[config.mk]
export PLATFORM = sky130hd
export DESIGN_NAME = llc_front_top
export DESIGN_NICKNAME = d
export VERILOG_FILES = /design/src/source/llc_ctrl_pkg.sv /design/src/source/llc_msg_pkg.sv /design/src/source/llc_front_top.sv /design/src/source/llc_input_arbiter.sv /design/src/source/llc_stall_tracker.sv /design/src/source/llc_wb_regs.sv
export VERILOG_INCLUDE_DIRS = /design/src /design/src/include
export SDC_FILE = /design/constraint.sdc
export NUM_CORES = 1
export LEC_CHECK = 0
export BUFFER_PORTS_ARGS = -buffer_cell sky130_fd_sc_hd__buf_2
export CAP_MARGIN = 20
export CORE_MARGIN = 10
export CORE_UTILIZATION = 45
export CTS_CLUSTER_DIAMETER = 120
export DETAILED_ROUTE_END_ITERATION = 7
export HOLD_SLACK_MARGIN = 0.08
export PLACE_DENSITY = 0.77
export SETUP_SLACK_MARGIN = 0.2
export SYNTH_ARGS = -nofsm -noshare
export SYNTH_HDL_FRONTEND = slang
export SYNTH_HIERARCHICAL = 1
export SYNTH_SLANG_ARGS = --single-unit
[constraint.sdc]
create_clock -name clk -period 3.2 [get_ports clk]
set_input_delay 0.16 -clock clk [delete_from_list [all_inputs] [get_ports clk]]
set_output_delay 0.16 -clock clk [all_outputs]
set_load 0.02 [all_outputs]
[src/include/llc_front_config.svh]
`ifndef LLC_FRONT_CONFIG_SVH
`define LLC_FRONT_CONFIG_SVH

// Widths.
`define LLC_ADDR_W     4
`define LLC_PAYLOAD_W  32
`define LLC_CNT_W      16

// Wishbone register byte offsets.
`define LLC_REG_CMD         4'h0
`define LLC_REG_STATUS      4'h4
`define LLC_REG_REQ_CNT     4'h8
`define LLC_REG_REPLAY_CNT  4'hc

// Command register bits.
`define LLC_CMD_FLUSH_BIT  0
`define LLC_CMD_RST_BIT    1

`endif

[src/source/llc_ctrl_pkg.sv]
package llc_ctrl_pkg;

    // One action per cycle towards the cache core.
    typedef enum logic [3:0] {
        act_none             = 4'd0,
        act_rst_resume       = 4'd1,
        act_flush_resume     = 4'd2,
        act_dma_read_resume  = 4'd3,
        act_dma_write_resume = 4'd4,
        act_rst_get          = 4'd5,
        act_rsp_get          = 4'd6,
        act_req_get          = 4'd7,
        act_req_replay       = 4'd8,
        act_dma_req_get      = 4'd9
    } action_t;

    // Encoding is visible in status bits 1 to 0.
    typedef enum logic [1:0] {
        st_idle        = 2'd0,
        st_rst_stall   = 2'd1,
        st_flush_stall = 2'd2
    } stall_state_t;

endpackage

[src/source/llc_msg_pkg.sv]
`include "llc_front_config.svh"

package llc_msg_pkg;

    // Channel payload, passed through to the core without decoding.
    typedef logic [`LLC_PAYLOAD_W-1:0] payload_t;

    // Byte address on the control bus.
    typedef logic [`LLC_ADDR_W-1:0] wb_addr_t;

    typedef logic [`LLC_CNT_W-1:0] event_cnt_t; // Wraps on overflow.

endpackage

[src/source/llc_front_top.sv]
`timescale 1ns/10ps

module llc_front_top import llc_msg_pkg::*; import llc_ctrl_pkg::*; (
    input  logic     clk,
    input  logic     rst,
    input  logic     rst_tb_valid,
    output logic     rst_tb_ready,
    input  payload_t rst_tb_payload,
    input  logic     rsp_in_valid,
    output logic     rsp_in_ready,
    input  payload_t rsp_in_payload,
    input  logic     req_in_valid,
    output logic     req_in_ready,
    input  payload_t req_in_payload,
    input  logic     dma_req_in_valid,
    output logic     dma_req_in_ready,
    input  payload_t dma_req_in_payload,
    input  logic     recall_pending,
    input  logic     recall_valid,
    input  logic     dma_read_pending,
    input  logic     dma_write_pending,
    input  logic     req_stall,
    input  logic     core_ready,
    input  logic     req_refuse,
    input  logic     op_done,
    output logic     act_valid,
    output action_t  act,
    output payload_t act_payload,
    input  logic     wb_cyc,
    input  logic     wb_stb,
    input  logic     wb_we,
    input  wb_addr_t wb_adr,
    input  payload_t wb_dat_i,
    output payload_t wb_dat_o,
    output logic     wb_ack
);

    logic         rst_stall, flush_stall;
    logic         replay_valid;
    payload_t     replay_payload;
    stall_state_t state;
    logic         start_rst, start_flush;

    llc_input_arbiter u_arbiter (
        .clk, .rst,
        .rst_tb_valid, .rsp_in_valid, .req_in_valid, .dma_req_in_valid,
        .rst_tb_ready, .rsp_in_ready, .req_in_ready, .dma_req_in_ready,
        .recall_pending, .recall_valid, .dma_read_pending, .dma_write_pending,
        .req_stall, .core_ready, .rst_stall, .flush_stall, .replay_valid,
        .act_valid, .act
    );

    llc_stall_tracker u_tracker (
        .clk, .rst, .start_rst, .start_flush, .op_done, .req_refuse,
        .act_valid, .act, .req_payload(act_payload),
        .rst_stall, .flush_stall, .replay_valid, .replay_payload, .state
    );

    llc_wb_regs u_regs (
        .clk, .rst, .wb_cyc, .wb_stb, .wb_we, .wb_adr, .wb_dat_i, .wb_dat_o, .wb_ack,
        .state, .replay_valid, .act_valid, .act, .start_rst, .start_flush
    );

    // Channel payloads stay on their ports until the ready edge.
    always_comb begin
        case (act)
            act_rst_get:          act_payload = rst_tb_payload;
            act_rsp_get:          act_payload = rsp_in_payload;
            act_req_get:          act_payload = req_in_payload;
            act_req_replay:       act_payload = replay_payload;
            act_dma_req_get,
            act_dma_write_resume: act_payload = dma_req_in_payload;
            default:              act_payload = '0; // Resumes carry no message.
        endcase
    end

endmodule

[src/source/llc_input_arbiter.sv]
`timescale 1ns/10ps

module llc_input_arbiter import llc_ctrl_pkg::*; (
    input  logic    clk,
    input  logic    rst,
    input  logic    rst_tb_valid,
    input  logic    rsp_in_valid,
    input  logic    req_in_valid,
    input  logic    dma_req_in_valid,
    output logic    rst_tb_ready,
    output logic    rsp_in_ready,
    output logic    req_in_ready,
    output logic    dma_req_in_ready,
    input  logic    recall_pending,
    input  logic    recall_valid,
    input  logic    dma_read_pending,
    input  logic    dma_write_pending,
    input  logic    req_stall,
    input  logic    core_ready,
    input  logic    rst_stall,
    input  logic    flush_stall,
    input  logic    replay_valid,
    output logic    act_valid,
    output action_t act
);

    logic can_get_rst_tb, can_get_rsp_in, can_get_req_in, can_get_dma_req_in;
    logic recall_pending_q, recall_valid_q;
    logic dma_read_pending_q, dma_write_pending_q;
    logic req_stall_q, core_ready_q;
    logic rst_tb_avail, rsp_in_avail, req_in_avail, dma_req_in_avail;
    logic replay_avail;
    action_t act_next;

    // Sample stage. A channel being acknowledged is not sampled again.
    always_ff @(posedge clk or negedge rst) begin
        if (!rst) begin
            can_get_rst_tb <= 1'b0;
            can_get_rsp_in <= 1'b0;
            can_get_req_in <= 1'b0;
            can_get_dma_req_in <= 1'b0;
            recall_pending_q <= 1'b0;
            recall_valid_q <= 1'b0;
            dma_read_pending_q <= 1'b0;
            dma_write_pending_q <= 1'b0;
            req_stall_q <= 1'b0;
            core_ready_q <= 1'b0;
        end else begin
            can_get_rst_tb <= rst_tb_valid && !rst_tb_ready;
            can_get_rsp_in <= rsp_in_valid && !rsp_in_ready;
            can_get_req_in <= req_in_valid && !req_in_ready;
            can_get_dma_req_in <= dma_req_in_valid && !dma_req_in_ready;
            recall_pending_q <= recall_pending;
            recall_valid_q <= recall_valid;
            dma_read_pending_q <= dma_read_pending;
            dma_write_pending_q <= dma_write_pending;
            req_stall_q <= req_stall;
            core_ready_q <= core_ready;
        end
    end

    // Sample taken just before the ready edge is stale.
    assign rst_tb_avail = can_get_rst_tb && !rst_tb_ready;
    assign rsp_in_avail = can_get_rsp_in && !rsp_in_ready;
    assign req_in_avail = can_get_req_in && !req_in_ready;
    assign dma_req_in_avail = can_get_dma_req_in && !dma_req_in_ready;

    // Tracker clears the buffer one edge after the replay goes out.
    assign replay_avail = replay_valid && !(act_valid && act == act_req_replay);

    always_comb begin
        act_next = act_none;
        if (recall_pending_q) begin
            if (!recall_valid_q) begin
                if (rsp_in_avail) act_next = act_rsp_get;
            end else if (dma_read_pending_q) begin
                act_next = act_dma_read_resume;
            end else if (dma_write_pending_q) begin
                act_next = act_dma_write_resume;
            end
        end else if (rst_stall) begin
            act_next = act_rst_resume;
        end else if (flush_stall) begin
            act_next = act_flush_resume;
        end else if (rst_tb_avail && !dma_read_pending_q && !dma_write_pending_q) begin
            act_next = act_rst_get;
        end else if (rsp_in_avail) begin
            act_next = act_rsp_get;
        end else if (!req_stall_q && (replay_avail || req_in_avail)) begin
            act_next = replay_avail ? act_req_replay : act_req_get; // Held request first.
        end else if (dma_read_pending_q) begin
            act_next = act_dma_read_resume;
        end else if (dma_write_pending_q) begin
            if (dma_req_in_avail) act_next = act_dma_write_resume; // Needs the DMA data.
        end else if (dma_req_in_avail && !req_stall_q) begin
            act_next = act_dma_req_get;
        end
    end

    // Decision stage, held off while the core pushes back.
    always_ff @(posedge clk or negedge rst) begin
        if (!rst) begin
            act_valid <= 1'b0;
            act <= act_none;
            rst_tb_ready <= 1'b0;
            rsp_in_ready <= 1'b0;
            req_in_ready <= 1'b0;
            dma_req_in_ready <= 1'b0;
        end else begin
            act_valid <= core_ready_q && act_next != act_none;
            act <= core_ready_q ? act_next : act_none;
            rst_tb_ready <= core_ready_q && act_next == act_rst_get;
            rsp_in_ready <= core_ready_q && act_next == act_rsp_get;
            req_in_ready <= core_ready_q && act_next == act_req_get;
            // A recall write resume takes the DMA request only when one is waiting.
            dma_req_in_ready <= core_ready_q && (act_next == act_dma_req_get ||
                (act_next == act_dma_write_resume && dma_req_in_avail));
        end
    end

endmodule

[src/source/llc_stall_tracker.sv]
`timescale 1ns/10ps

module llc_stall_tracker import llc_msg_pkg::*; import llc_ctrl_pkg::*; (
    input  logic         clk,
    input  logic         rst,
    input  logic         start_rst,
    input  logic         start_flush,
    input  logic         op_done,
    input  logic         req_refuse,
    input  logic         act_valid,
    input  action_t      act,
    input  payload_t     req_payload,
    output logic         rst_stall,
    output logic         flush_stall,
    output logic         replay_valid,
    output payload_t     replay_payload,
    output stall_state_t state
);

    stall_state_t state_next;
    payload_t     last_req_payload;
    logic         req_issued;
    logic         replay_issued;

    assign req_issued = act_valid && (act == act_req_get || act == act_req_replay);
    assign replay_issued = act_valid && act == act_req_replay;

    // Stall FSM.
    always_comb begin
        state_next = state;
        case (state)
            st_idle: begin
                if (start_rst) begin
                    state_next = st_rst_stall; // Reset wins over flush.
                end else if (start_flush) begin
                    state_next = st_flush_stall;
                end
            end
            st_rst_stall, st_flush_stall: begin
                if (op_done) state_next = st_idle;
            end
            default: state_next = st_idle;
        endcase
    end

    always_ff @(posedge clk or negedge rst) begin
        if (!rst) begin
            state <= st_idle;
        end else begin
            state <= state_next;
        end
    end

    assign rst_stall = state == st_rst_stall;
    assign flush_stall = state == st_flush_stall;

    // Copy of every request sent, in case the core refuses it a cycle later.
    always_ff @(posedge clk) begin
        if (req_issued) last_req_payload <= req_payload;
        if (req_refuse) replay_payload <= last_req_payload;
    end

    always_ff @(posedge clk or negedge rst) begin
        if (!rst) begin
            replay_valid <= 1'b0;
        end else if (req_refuse) begin
            replay_valid <= 1'b1;
        end else if (replay_issued) begin
            replay_valid <= 1'b0;
        end
    end

endmodule

[src/source/llc_wb_regs.sv]
`timescale 1ns/10ps
`include "llc_front_config.svh"

module llc_wb_regs import llc_msg_pkg::*; import llc_ctrl_pkg::*; (
    input  logic         clk,
    input  logic         rst,
    input  logic         wb_cyc,
    input  logic         wb_stb,
    input  logic         wb_we,
    input  wb_addr_t     wb_adr,
    input  payload_t     wb_dat_i,
    output payload_t     wb_dat_o,
    output logic         wb_ack,
    input  stall_state_t state,
    input  logic         replay_valid,
    input  logic         act_valid,
    input  action_t      act,
    output logic         start_rst,
    output logic         start_flush
);

    logic       access;
    logic       cmd_write;
    event_cnt_t req_cnt;
    event_cnt_t replay_cnt;
    payload_t   rd_data;

    // Blocked while ack is up so each access is seen once.
    assign access = wb_cyc && wb_stb && !wb_ack;
    assign cmd_write = access && wb_we && wb_adr == `LLC_REG_CMD;

    always_comb begin
        case (wb_adr)
            `LLC_REG_CMD: begin
                // Bits of the operation that is in progress.
                rd_data = payload_t'({state == st_rst_stall, state == st_flush_stall});
            end
            `LLC_REG_STATUS:     rd_data = payload_t'({replay_valid, state});
            `LLC_REG_REQ_CNT:    rd_data = payload_t'(req_cnt);
            `LLC_REG_REPLAY_CNT: rd_data = payload_t'(replay_cnt);
            default:             rd_data = '0;
        endcase
    end

    always_ff @(posedge clk or negedge rst) begin
        if (!rst) begin
            wb_ack <= 1'b0;
            start_rst <= 1'b0;
            start_flush <= 1'b0;
        end else begin
            wb_ack <= access;
            start_rst <= cmd_write && wb_dat_i[`LLC_CMD_RST_BIT];
            start_flush <= cmd_write && wb_dat_i[`LLC_CMD_FLUSH_BIT];
        end
    end

    always_ff @(posedge clk) begin
        if (access && !wb_we) wb_dat_o <= rd_data;
    end

    // Event counters.
    always_ff @(posedge clk or negedge rst) begin
        if (!rst) begin
            req_cnt <= '0;
            replay_cnt <= '0;
        end else if (act_valid) begin
            if (act == act_req_get) req_cnt <= req_cnt + 1'b1;
            if (act == act_req_replay) replay_cnt <= replay_cnt + 1'b1;
        end
    end

endmodule
==> flow_summary.json, run 1 <==
{
  "syn_to_final_growth_pct": 29.2,
  "clk_path_buf_depth": 2,
  "grt_max_degree": 39,
  "dp.cells": 915,
  "coreArea_um2": 14600,
  "yosysSeqAreaShare_pct": 56.5,
  "first_pass_iters": 5,
  "fp.dieW_um": 143,
  "syn-cell-area_um2": 6780,
  "numClockSinks": 137,
  "wl_per_cell_um": 19.1,
  "period_share_pct": 80.0,
  "antenna_left": 0,
  "worst_pin_slew_ns": 0.873,
  "viasPerCell": 5.51,
  "ys_seq_elements": 137,
  "dieArea_um2": 20400,
  "track_usage_pct": 17.9,
  "place_congestion": 0.901,
  "cp-startpoint": "u_arbiter/act[1]$_DFF_PN0_",
  "grt_antenna_before_repair": 0,
  "ys.flop_type": "edfxtp_1",
  "io_buffers": 208,
  "drt_wl_total_um": 18500,
  "rr_startpoint": "u_arbiter/act[1]$_DFF_PN0_",
  "regToRegEndpoint": "u_arbiter/act_valid$_DFF_PN0_",
  "cpPeakStageDelay_ns": 0.78,
  "maxCapViolCount": 0,
  "p_seq_share_pct": 41.8,
  "syn_area_per_cell_um2": 12.4,
  "clk_latency_ns": 0.42,
  "switching_share_pct": 24.6,
  "layout_min_cycle_time_ns": 2.56,
  "syn_inst": 545,
  "layout-drive-gt1-share_pct": 39.4,
  "path_cells": "and4bb_2 -> o21ai_0 -> o211ai_1 -> buf_2",
  "switchingPower_mw": 1.19,
  "reg2reg_slack_ns": 1.04,
  "mostFrequentLayoutCell": "buf_2",
  "ir_drop_uv": 342,
  "grt_pass1_vias": 5590,
  "endpoint": "act_payload[30]",
  "row_count": 44,
  "cp_data_arrival_time_ns": 2.40,
  "n_antenna_cell": 0,
  "final_cells": 968,
  "tritoncts": "yes",
  "vias": 5331,
  "htreeDepth": 4,
  "initial_core_util_pct": 46.3,
  "most-common-layout-cells": "buf_2, edfxtp_1, dfrtp_1, nand2_1, mux2_2",
  "io_pins": 255,
  "critPathSlowestCell": "and4bb_2",
  "cts_resized": 0,
  "reg2reg_depth": 5,
  "p_int_mw": 3.65,
  "critical_path.max_fanout": 32,
  "start_kind": "flop",
  "finalSetupTns_ns": 0,
  "fp.dieH_um": 143,
  "grt_pass1_wl_um": 28900,
  "p_leak_nw": 3.71,
  "required_ns": 3.04,
  "setup_viol": 0,
  "criticalPathCategory": "reg -> out",
  "min_path_type": "in -> reg",
  "cts.clk_slew.worst_paths_ns": 0.06,
  "power_frac_clock_pct": 44.0,
  "fmax_mhz": 391,
  "ctsRootBufferMaster": "clkbuf_16",
  "yosys_warnings": 6,
  "slew_headroom_pct": 41.3,
  "finClkSkew_ns": 0.00686,
  "status": "finished, final reports clean",
  "drt_iter0_drc": 334,
  "slew_viol_final": 0,
  "cts_buffers": 17,
  "nNetsFinal": 957,
  "rsz0062_at_grt": "no",
  "hold_viol": 0,
  "power.density_nw_per_um2": 554,
  "synth-edff-count": 80,
  "worstSetupEndpointType": "output pin",
  "async_flop_share_pct": 41.6,
  "drc": 0,
  "dp_hpwl_um": 13600,
  "p_comb_share_pct": 14.2,
  "cts_hold_buf": 21,
  "post_cts_buffers": 0,
  "overflow": 0,
  "ys_types": 60
}
==> synth_stat cells (7+ instances only) <==
cell | instances | area (um2)
xnor2_1 | 20 | 175
o211ai_1 | 31 | 233
buf_2 | 9 | 45.0
clkbuf_1 | 9 | 33.8
dfrtp_1 | 57 | 1430
a22o_1 | 13 | 114
buf_4 | 19 | 143
o21ai_0 | 32 | 160
xor2_1 | 10 | 87.6
nand2b_1 | 8 | 50.1
nor2b_1 | 8 | 50.1
a22oi_1 | 27 | 203
nand2_1 | 48 | 180
mux2_2 | 35 | 394
nor3_1 | 11 | 55.1
edfxtp_1 | 80 | 2400
and2_1 | 8 | 50.1
nand4_1 | 9 | 56.3
nand3_1 | 12 | 60.1
nor2_1 | 13 | 48.8
inv_1 | 7 | 26.3
==> registers in the layout, summed over array words and instances, names as in the netlist, 2 cells and up <==
name,cells
u_arbiter/act,4
u_regs/replay_cnt,16
u_regs/req_cnt,16
u_regs/wb_dat_o,16
u_tracker/last_req_payload,32
u_tracker/replay_payload,32
u_tracker/state,2
==> worst min path at each step <==
| stage | start | end | slack (ns) | cells after the start |
|---|---|---|---|---|
| detailed placement | rst | u_regs/replay_cnt[13]$_DFFE_PN0P_ | 0.12 | 1 |
| finish | wb_adr[0] | u_regs/wb_dat_o[1]$_DFFE_PP_ | 0.11 | 2 |
| global route | wb_adr[0] | u_regs/wb_dat_o[1]$_DFFE_PP_ | 0.10 | 2 |
| floorplan | rst | u_arbiter/act[0]$_DFF_PN0_ | -0.14 | 0 |
| CTS | wb_adr[0] | u_regs/wb_dat_o[1]$_DFFE_PP_ | 0.09 | 2 |
| global placement | rst | u_regs/replay_cnt[15]$_DFFE_PN0P_ | 0.11 | 1 |
==> cell families after synthesis <==
kind of cell | Yosys count | synth area share (%)
simple gates | 149 | 13.1
fa+ha+maj | 5 | 0.923
flops | 137 | 56.5
buf+inv | 53 | 4.78
compound gates | 133 | 14.6
xor+xnor | 30 | 3.88
other cells | 1 | 0.0553
mux | 37 | 6.11
==> power by group through the flow <==
stage / clock network, mW / logic, mW / registers (mW)
finish: 2.13 / 0.690 / 2.02
global route: 2.25 / 0.752 / 2.03
CTS: 2.18 / 0.692 / 2.02
detailed placement: 0 / 0.665 / 2.06
global placement: 0 / 0.647 / 2.05
floorplan: 0 / 0.419 / 2.05
==> through the flow <==
| stage | setup slack [ns] | instance area (um2) | total power [mW] | hold slack (ns) | util [%] |
|---|---|---|---|---|---|
| 5_1_grt | 0.464 | 8750 | 5.04 | 0.104 | 59.8 |
| 4_1_cts | 0.618 | 8750 | 4.89 | 0.0881 | 59.8 |
| 3_3_place_gp | 1.14 | 7890 | 2.70 | 0.114 | 53.9 |
| 3_5_place_dp | 1.07 | 7890 | 2.72 | 0.125 | 53.9 |
| 6_report | 0.640 | 8750 | 4.84 | 0.107 | 59.8 |
| 2_1_floorplan | 0.697 | 6840 | 2.47 | -0.136 | - |
==> layout make-up <==
class	count	area, um2
clock buffers	19	453
clock inverters	13	198
fillers	1140	5890
inverters	7	26.3
multi-input cells	370	2700
flip-flops and latches	137	3830
well taps	184	230
repair buffers	238	1320
==> critical path: cells and delay by family, from the launching register on <==
kind                   cells  cell delay [ns]
AOI/OAI and AO/OA          2             0.42
DFF                        1             0.53
buffers and inverters      1             0.24
and+or+nand+nor            1             0.78
==> metal layers <==
metal  wire (um)  up-vias  GRT usage [%]
met5           0        -              0
met4         406        0           7.22
met3        1680       32           6.47
met2        9420      240           31.4
met1        7020     2559           19.1
li1            -     2500              -
Note: power is estimated with default switching activity, not from simulation.
==> run 2, diff against run 1 <==
==> constraint.sdc (replaced) <==
create_clock -name clk -period 2.3 [get_ports clk]
set_input_delay 0.115 -clock clk [delete_from_list [all_inputs] [get_ports clk]]
set_output_delay 0.115 -clock clk [all_outputs]
set_load 0.02 [all_outputs]
==> run 2 against run 1 <==
  * Combinational power is 78% higher
  * Wire length is 8.2% higher
  * Die area unchanged
  * Worst setup slack lost 0.46 ns
  * Sequential share of layout area decreased by 2.9 points
  * Critical path type unchanged
==> flow_summary.json, run 2 (same netlist as run 1, synthesis figures left out) <==
{
  "power.density_nw_per_um2": 694,
  "hold_viol": 0,
  "n_antenna_cell": 0,
  "path_cells": "nor3b_4 -> buf_6 -> buf_12 -> a22oi_2 -> o211ai_1 -> buf_4",
  "maxCapViolCount": 0,
  "required_ns": 2.18,
  "status": "finished, final reports clean",
  "start_kind": "flop",
  "overflow": 0,
  "fp.dieH_um": 143,
  "clk_path_buf_depth": 2,
  "coreArea_um2": 14600,
  "nFillCells": 1079,
  "drt_wl_total_um": 20000,
  "clk_latency_ns": 0.42,
  "min_path_type": "in -> reg",
  "most-common-layout-cells": "buf_2, edfxtp_1, buf_4, dfrtp_1, nand2_1",
  "fmax_mhz": 472,
  "place_congestion": 0.860,
  "grt_pass1_vias": 5892,
  "dp_hpwl_um": 13500,
  "fin_ws_ns": 0.183,
  "finalSetupTns_ns": 0,
  "track_usage_pct": 18.4,
  "numClockSinks": 137,
  "row_count": 44,
  "cts_buffers": 17,
  "critical_path.max_fanout": 8,
  "cpLargestDelayFamily": "buffers and inverters",
  "rsz0062_at_grt": "yes",
  "top_regs": "u_tracker/last_req_payload x32, u_tracker/replay_payload x32",
  "layout_min_cycle_time_ns": 2.12,
  "criticalPathCategory": "reg -> out",
  "viasPerCell": 5.55,
  "mostFrequentLayoutCell": "buf_2",
  "io_buffers": 208,
  "nNetsFinal": 1014,
  "grt_pass1_wl_um": 29800,
  "io_pins": 255,
  "critPathSlowestCell": "dfrtp_2",
  "cts.clk_slew.worst_paths_ns": 0.06,
  "slew_viol_final": 0,
  "syn_to_final_growth_pct": 38.5,
  "tritoncts": "yes",
  "antenna_left": 0,
  "dieArea_um2": 20400,
  "worst_pin_slew_ns": 0.755,
  "layout-drive-gt1-share_pct": 44.2,
  "ctsRootBufferMaster": "clkbuf_16",
  "setup_viol": 0,
  "worstSetupEndpointType": "output pin",
  "cpPeakStageDelay_ns": 0.47,
  "path_buf_inv": 3,
  "place_ws_ns": 0.224,
  "regArea_um2": 3840,
  "total_power_mw": 6.51,
  "htreeDepth": 4,
  "vias": 5686,
  "drc": 0,
  "multi_input_area_um2": 2750,
  "grt_antenna_before_repair": 0,
  "finClkSkew_ns": 0.00767,
  "initial_core_util_pct": 46.3,
  "first_pass_iters": 5,
  "ir_drop_uv": 467,
  "cp_data_arrival_time_ns": 2.00,
  "slew_headroom_pct": 49.7,
  "p_leak_nw": 4.01,
  "wl_per_cell_um": 19.6,
  "fp.dieW_um": 143,
  "grt_max_degree": 58,
  "drt_iter0_drc": 309,
  "period_share_pct": 92.0
}
## run 2: worst paths after layout
kind	startpoint	end	slack (ns)	depth (start not counted)
worst max-delay path	u_arbiter/act[0]$_DFF_PN0_	act_payload[22]	0.18	6
worst min-delay path	wb_cyc	u_regs/wb_dat_o[1]$_DFFE_PP_	0.13	3
worst max register to register	u_arbiter/act[0]$_DFF_PN0_	u_arbiter/act_valid$_DFF_PN0_	0.20	7
worst min register to register	u_tracker/last_req_payload[17]$_DFFE_PP_	u_tracker/replay_payload[17]$_DFFE_PP_	0.41	0
max in group asynchronous	rst	u_arbiter/act[3]$_DFF_PN0_	1.42	3
min in group asynchronous	rst	u_regs/replay_cnt[13]$_DFFE_PN0P_	0.36	3
## run 2: per-stage QoR
stage / hold WS (ns) / cells / area [um2] / util, %
final: 0.126 / 1025 / 9390 / 64.1
after global routing: 0.119 / 1025 / 9390 / 64.1
after CTS: 0.0894 / 1007 / 9140 / 62.4
after detailed placement: 0.224 / 917 / 7950 / 54.3
after global placement: 0.222 / 917 / 7950 / 54.3
after floorplan: -0.181 / 560 / 6850 / -
## run 2: power breakdown
group | leakage [nW] | switching, mW | internal [mW]
registers | 1.52 | 0.0946 | 2.71
clock network | 0.273 | 0.985 | 1.49
logic | 2.21 | 0.641 | 0.593
total | 4.01 | 1.72 | 4.79
## run 2: per-layer routing
| layer | share of wire (%) | GRT usage, % |
|---|---|---|
| met1 | 38 | 20.4 |
| met2 | 50 | 30.9 |
| met3 | 9.5 | 6.57 |
| met4 | 2.5 | 9.07 |
| met5 | 0 | 0 |
## run 2: tightest hold or removal path, cell delays in order
cell and delay, ns:
buf_2 0.10, nand2_1 0.09, nor3_2 0.07
## run 2: area by class of cell
class                      instances  area share [%]
clock buffer                      21            5.13
inverter                           7           0.280
sequential                       137            40.9
timing repair buffer             295            21.3
clock inverter                    11           0.707
multi-input combinational        370            29.3
tap                              184            2.45
## run 2: timing repair
action                                  4_1_cts  5_1_grt
gates resized for setup                      36       28
endpoints found under the setup margin       32       64
gates cloned                                  3        3
hold buffers                                 27        0
setup buffers                                28       15
pin swaps                                    21       27
hold endpoints to repair                     85        0
==> run 3, diff against run 2 <==
--- a/config.mk
+++ b/config.mk
@@ -8,6 +8,7 @@
 export LEC_CHECK = 0
 export BUFFER_PORTS_ARGS = -buffer_cell sky130_fd_sc_hd__buf_2
 export CAP_MARGIN = 20
+export CORE_ASPECT_RATIO = 0.8
 export CORE_MARGIN = 10
 export CORE_UTILIZATION = 45
 export CTS_CLUSTER_DIAMETER = 120
==> run 3 against run 2 <==
  * Design area is 1.8% higher
  * Clock power is 2% higher
  * Cell count is 1.1% higher
  * Flip-flop and latch count stayed put
  * Critical endpoint is now act_payload[23]
  * Critical path type unchanged
  * Count of clock-buffer cells in the layout is 2 lower
  * Register-to-register slack better by 0.05 ns
  * Sequential power hardly changed
  * Largest power group unchanged
==> flow_summary.json, run 3 (same netlist as run 1, synthesis figures left out) <==
{
  "total_power_mw": 6.60,
  "dp_hpwl_um": 13400,
  "p_comb_share_pct": 19.6,
  "numClockSinks": 137,
  "slew_viol_final": 0,
  "most-common-layout-cells": "buf_2, edfxtp_1, buf_4, dfrtp_1, nand2_1",
  "worst_pin_slew_ns": 0.978,
  "grt_max_degree": 45,
  "reg2reg_slack_ns": 0.25,
  "layout-drive-gt1-share_pct": 45.4,
  "io_buffers": 208,
  "mostFrequentLayoutCell": "buf_2",
  "dpl_cell_area_um2": 8000,
  "top_regs": "u_tracker/last_req_payload x32, u_tracker/replay_payload x32",
  "initial_core_util_pct": 45.6,
  "syn_to_final_growth_pct": 41.0,
  "power_frac_clock_pct": 38.0,
  "path_cells": "buf_6 -> and4bb_2 -> clkbuf_16 -> o21ai_1 -> o211ai_1 -> buf_4",
  "clk_path_buf_depth": 2,
  "fmax_mhz": 468,
  "cp.depth": 6,
  "min_path_type": "in -> reg",
  "postLayoutCellArea_um2": 9550,
  "cpPeakStageDelay_ns": 0.43,
  "drc": 0,
  "slew_headroom_pct": 34.8,
  "dieArea_um2": 20400,
  "final_cells": 1036,
  "ir_drop_uv": 511,
  "reg2reg_depth": 8,
  "cpLargestDelayFamily": "buffers and inverters",
  "p_int_mw": 4.86,
  "nNetsFinal": 1019,
  "row_count": 40,
  "overflow": 0,
  "grt_pass1_vias": 5617,
  "htreeDepth": 4,
  "status": "finished, final reports clean",
  "critical_path.max_fanout": 16,
  "finClkSkew_ns": 0.00729,
  "dp.cells": 925,
  "start_kind": "flop",
  "first_pass_iters": 5,
  "place_congestion": 0.874,
  "cp_data_arrival_time_ns": 2.02,
  "fin_ws_ns": 0.165,
  "cts_buffers": 17,
  "io_pins": 255,
  "grt_pass1_wl_um": 29500,
  "fp.dieW_um": 157,
  "p_seq_share_pct": 42.4,
  "maxCapViolCount": 0,
  "path_buf_inv": 3,
  "grt_antenna_before_repair": 1,
  "tritoncts": "yes",
  "criticalPathCategory": "reg -> out",
  "period_share_pct": 92.8,
  "place_ws_ns": 0.219,
  "layout_min_cycle_time_ns": 2.13,
  "cts.clk_slew.worst_paths_ns": 0.06,
  "worstSetupEndpointType": "output pin",
  "required_ns": 2.18,
  "fp.dieH_um": 130,
  "antenna_left": 0,
  "rsz0062_at_grt": "yes",
  "p_leak_nw": 4.06,
  "ctsRootBufferMaster": "clkbuf_16",
  "switching_share_pct": 26.3,
  "power.density_nw_per_um2": 691,
  "hold_viol": 0,
  "drt_iter0_drc": 374,
  "setup_viol": 0,
  "vias": 5603,
  "coreArea_um2": 14900,
  "drt_wl_total_um": 20800,
  "hold_depth": 3,
  "switchingPower_mw": 1.74,
  "clk_latency_ns": 0.41,
  "track_usage_pct": 18.6,
  "viasPerCell": 5.41,
  "wl_per_cell_um": 20.1,
  "finalSetupTns_ns": 0,
  "nFillCells": 1131,
  "critPathSlowestCell": "dfrtp_2"
}
-- run 3: final timing paths --
path / from / endpoint
worst max register to register: u_arbiter/act[2]$_DFF_PN0_ / u_arbiter/act_valid$_DFF_PN0_
max in group asynchronous: rst / u_arbiter/can_get_rst_tb$_DFF_PN0_
worst min-delay path: dma_req_in_payload[12] / u_tracker/last_req_payload[12]$_DFFE_PP_
worst min register to register: u_tracker/last_req_payload[25]$_DFFE_PP_ / u_tracker/replay_payload[25]$_DFFE_PP_
worst max-delay path: u_arbiter/act[2]$_DFF_PN0_ / act_payload[23]
min in group asynchronous: rst / u_regs/replay_cnt[13]$_DFFE_PN0P_
-- run 3: cell type report --
type	count	area (um2)	share of cell area, %
diodes	1	2.50	0.0262
clock buffers	19	453	4.74
clock inverters	13	104	1.09
inverters	7	26.3	0.275
multi-input cells	370	2790	29.2
flip-flops and latches	137	3830	40.1
well taps	189	236	2.48
repair buffers	300	2110	22.1
-- run 3: layer usage --
| metal | vias to the layer above | global-route usage (%) | part of all wire, % | wire length, um |
|---|---|---|---|---|
| met5 | - | 0 | 0 | 0 |
| met4 | 0 | 5.82 | 1.5 | 308 |
| met3 | 22 | 6.12 | 8.2 | 1710 |
| met2 | 255 | 30.5 | 47 | 9860 |
| met1 | 2706 | 23.0 | 43 | 8940 |
| li1 | 2620 | - | - | - |
-- run 3: power groups by stage --
stage / Clock [mW] / Combinational [mW] / Sequential, mW
detailed placement: 0 / 0.955 / 2.86
global route: 2.68 / 1.39 / 2.81
CTS: 2.55 / 1.10 / 2.80
floorplan: 0 / 0.584 / 2.85
finish: 2.51 / 1.29 / 2.80
global placement: 0 / 0.938 / 2.86
-- run 3: worst reg2reg max path: cells and delay by family, from the launching register on --
kind,cells,cell delay [ns]
compound gates,3,1.06
buf+inv,3,0.32
simple gates,2,0.16
flops,1,0.39
-- run 3: stage by stage --
step | hold WS, ns | util (%)
floorplan | -0.181 | -
global placement | 0.223 | 53.8
detailed placement | 0.224 | 53.8
CTS | 0.0816 | 61.0
global route | 0.0842 | 64.3
finish | 0.0880 | 64.3
-- run 3: repair_timing --
item,CTS,global route
gates cloned,2,5
buffers inserted,14,29
hold endpoints to repair,69,0
gates resized for setup,24,64
hold buffers,28,0
pin swaps,7,31
endpoints found under the setup margin,33,74
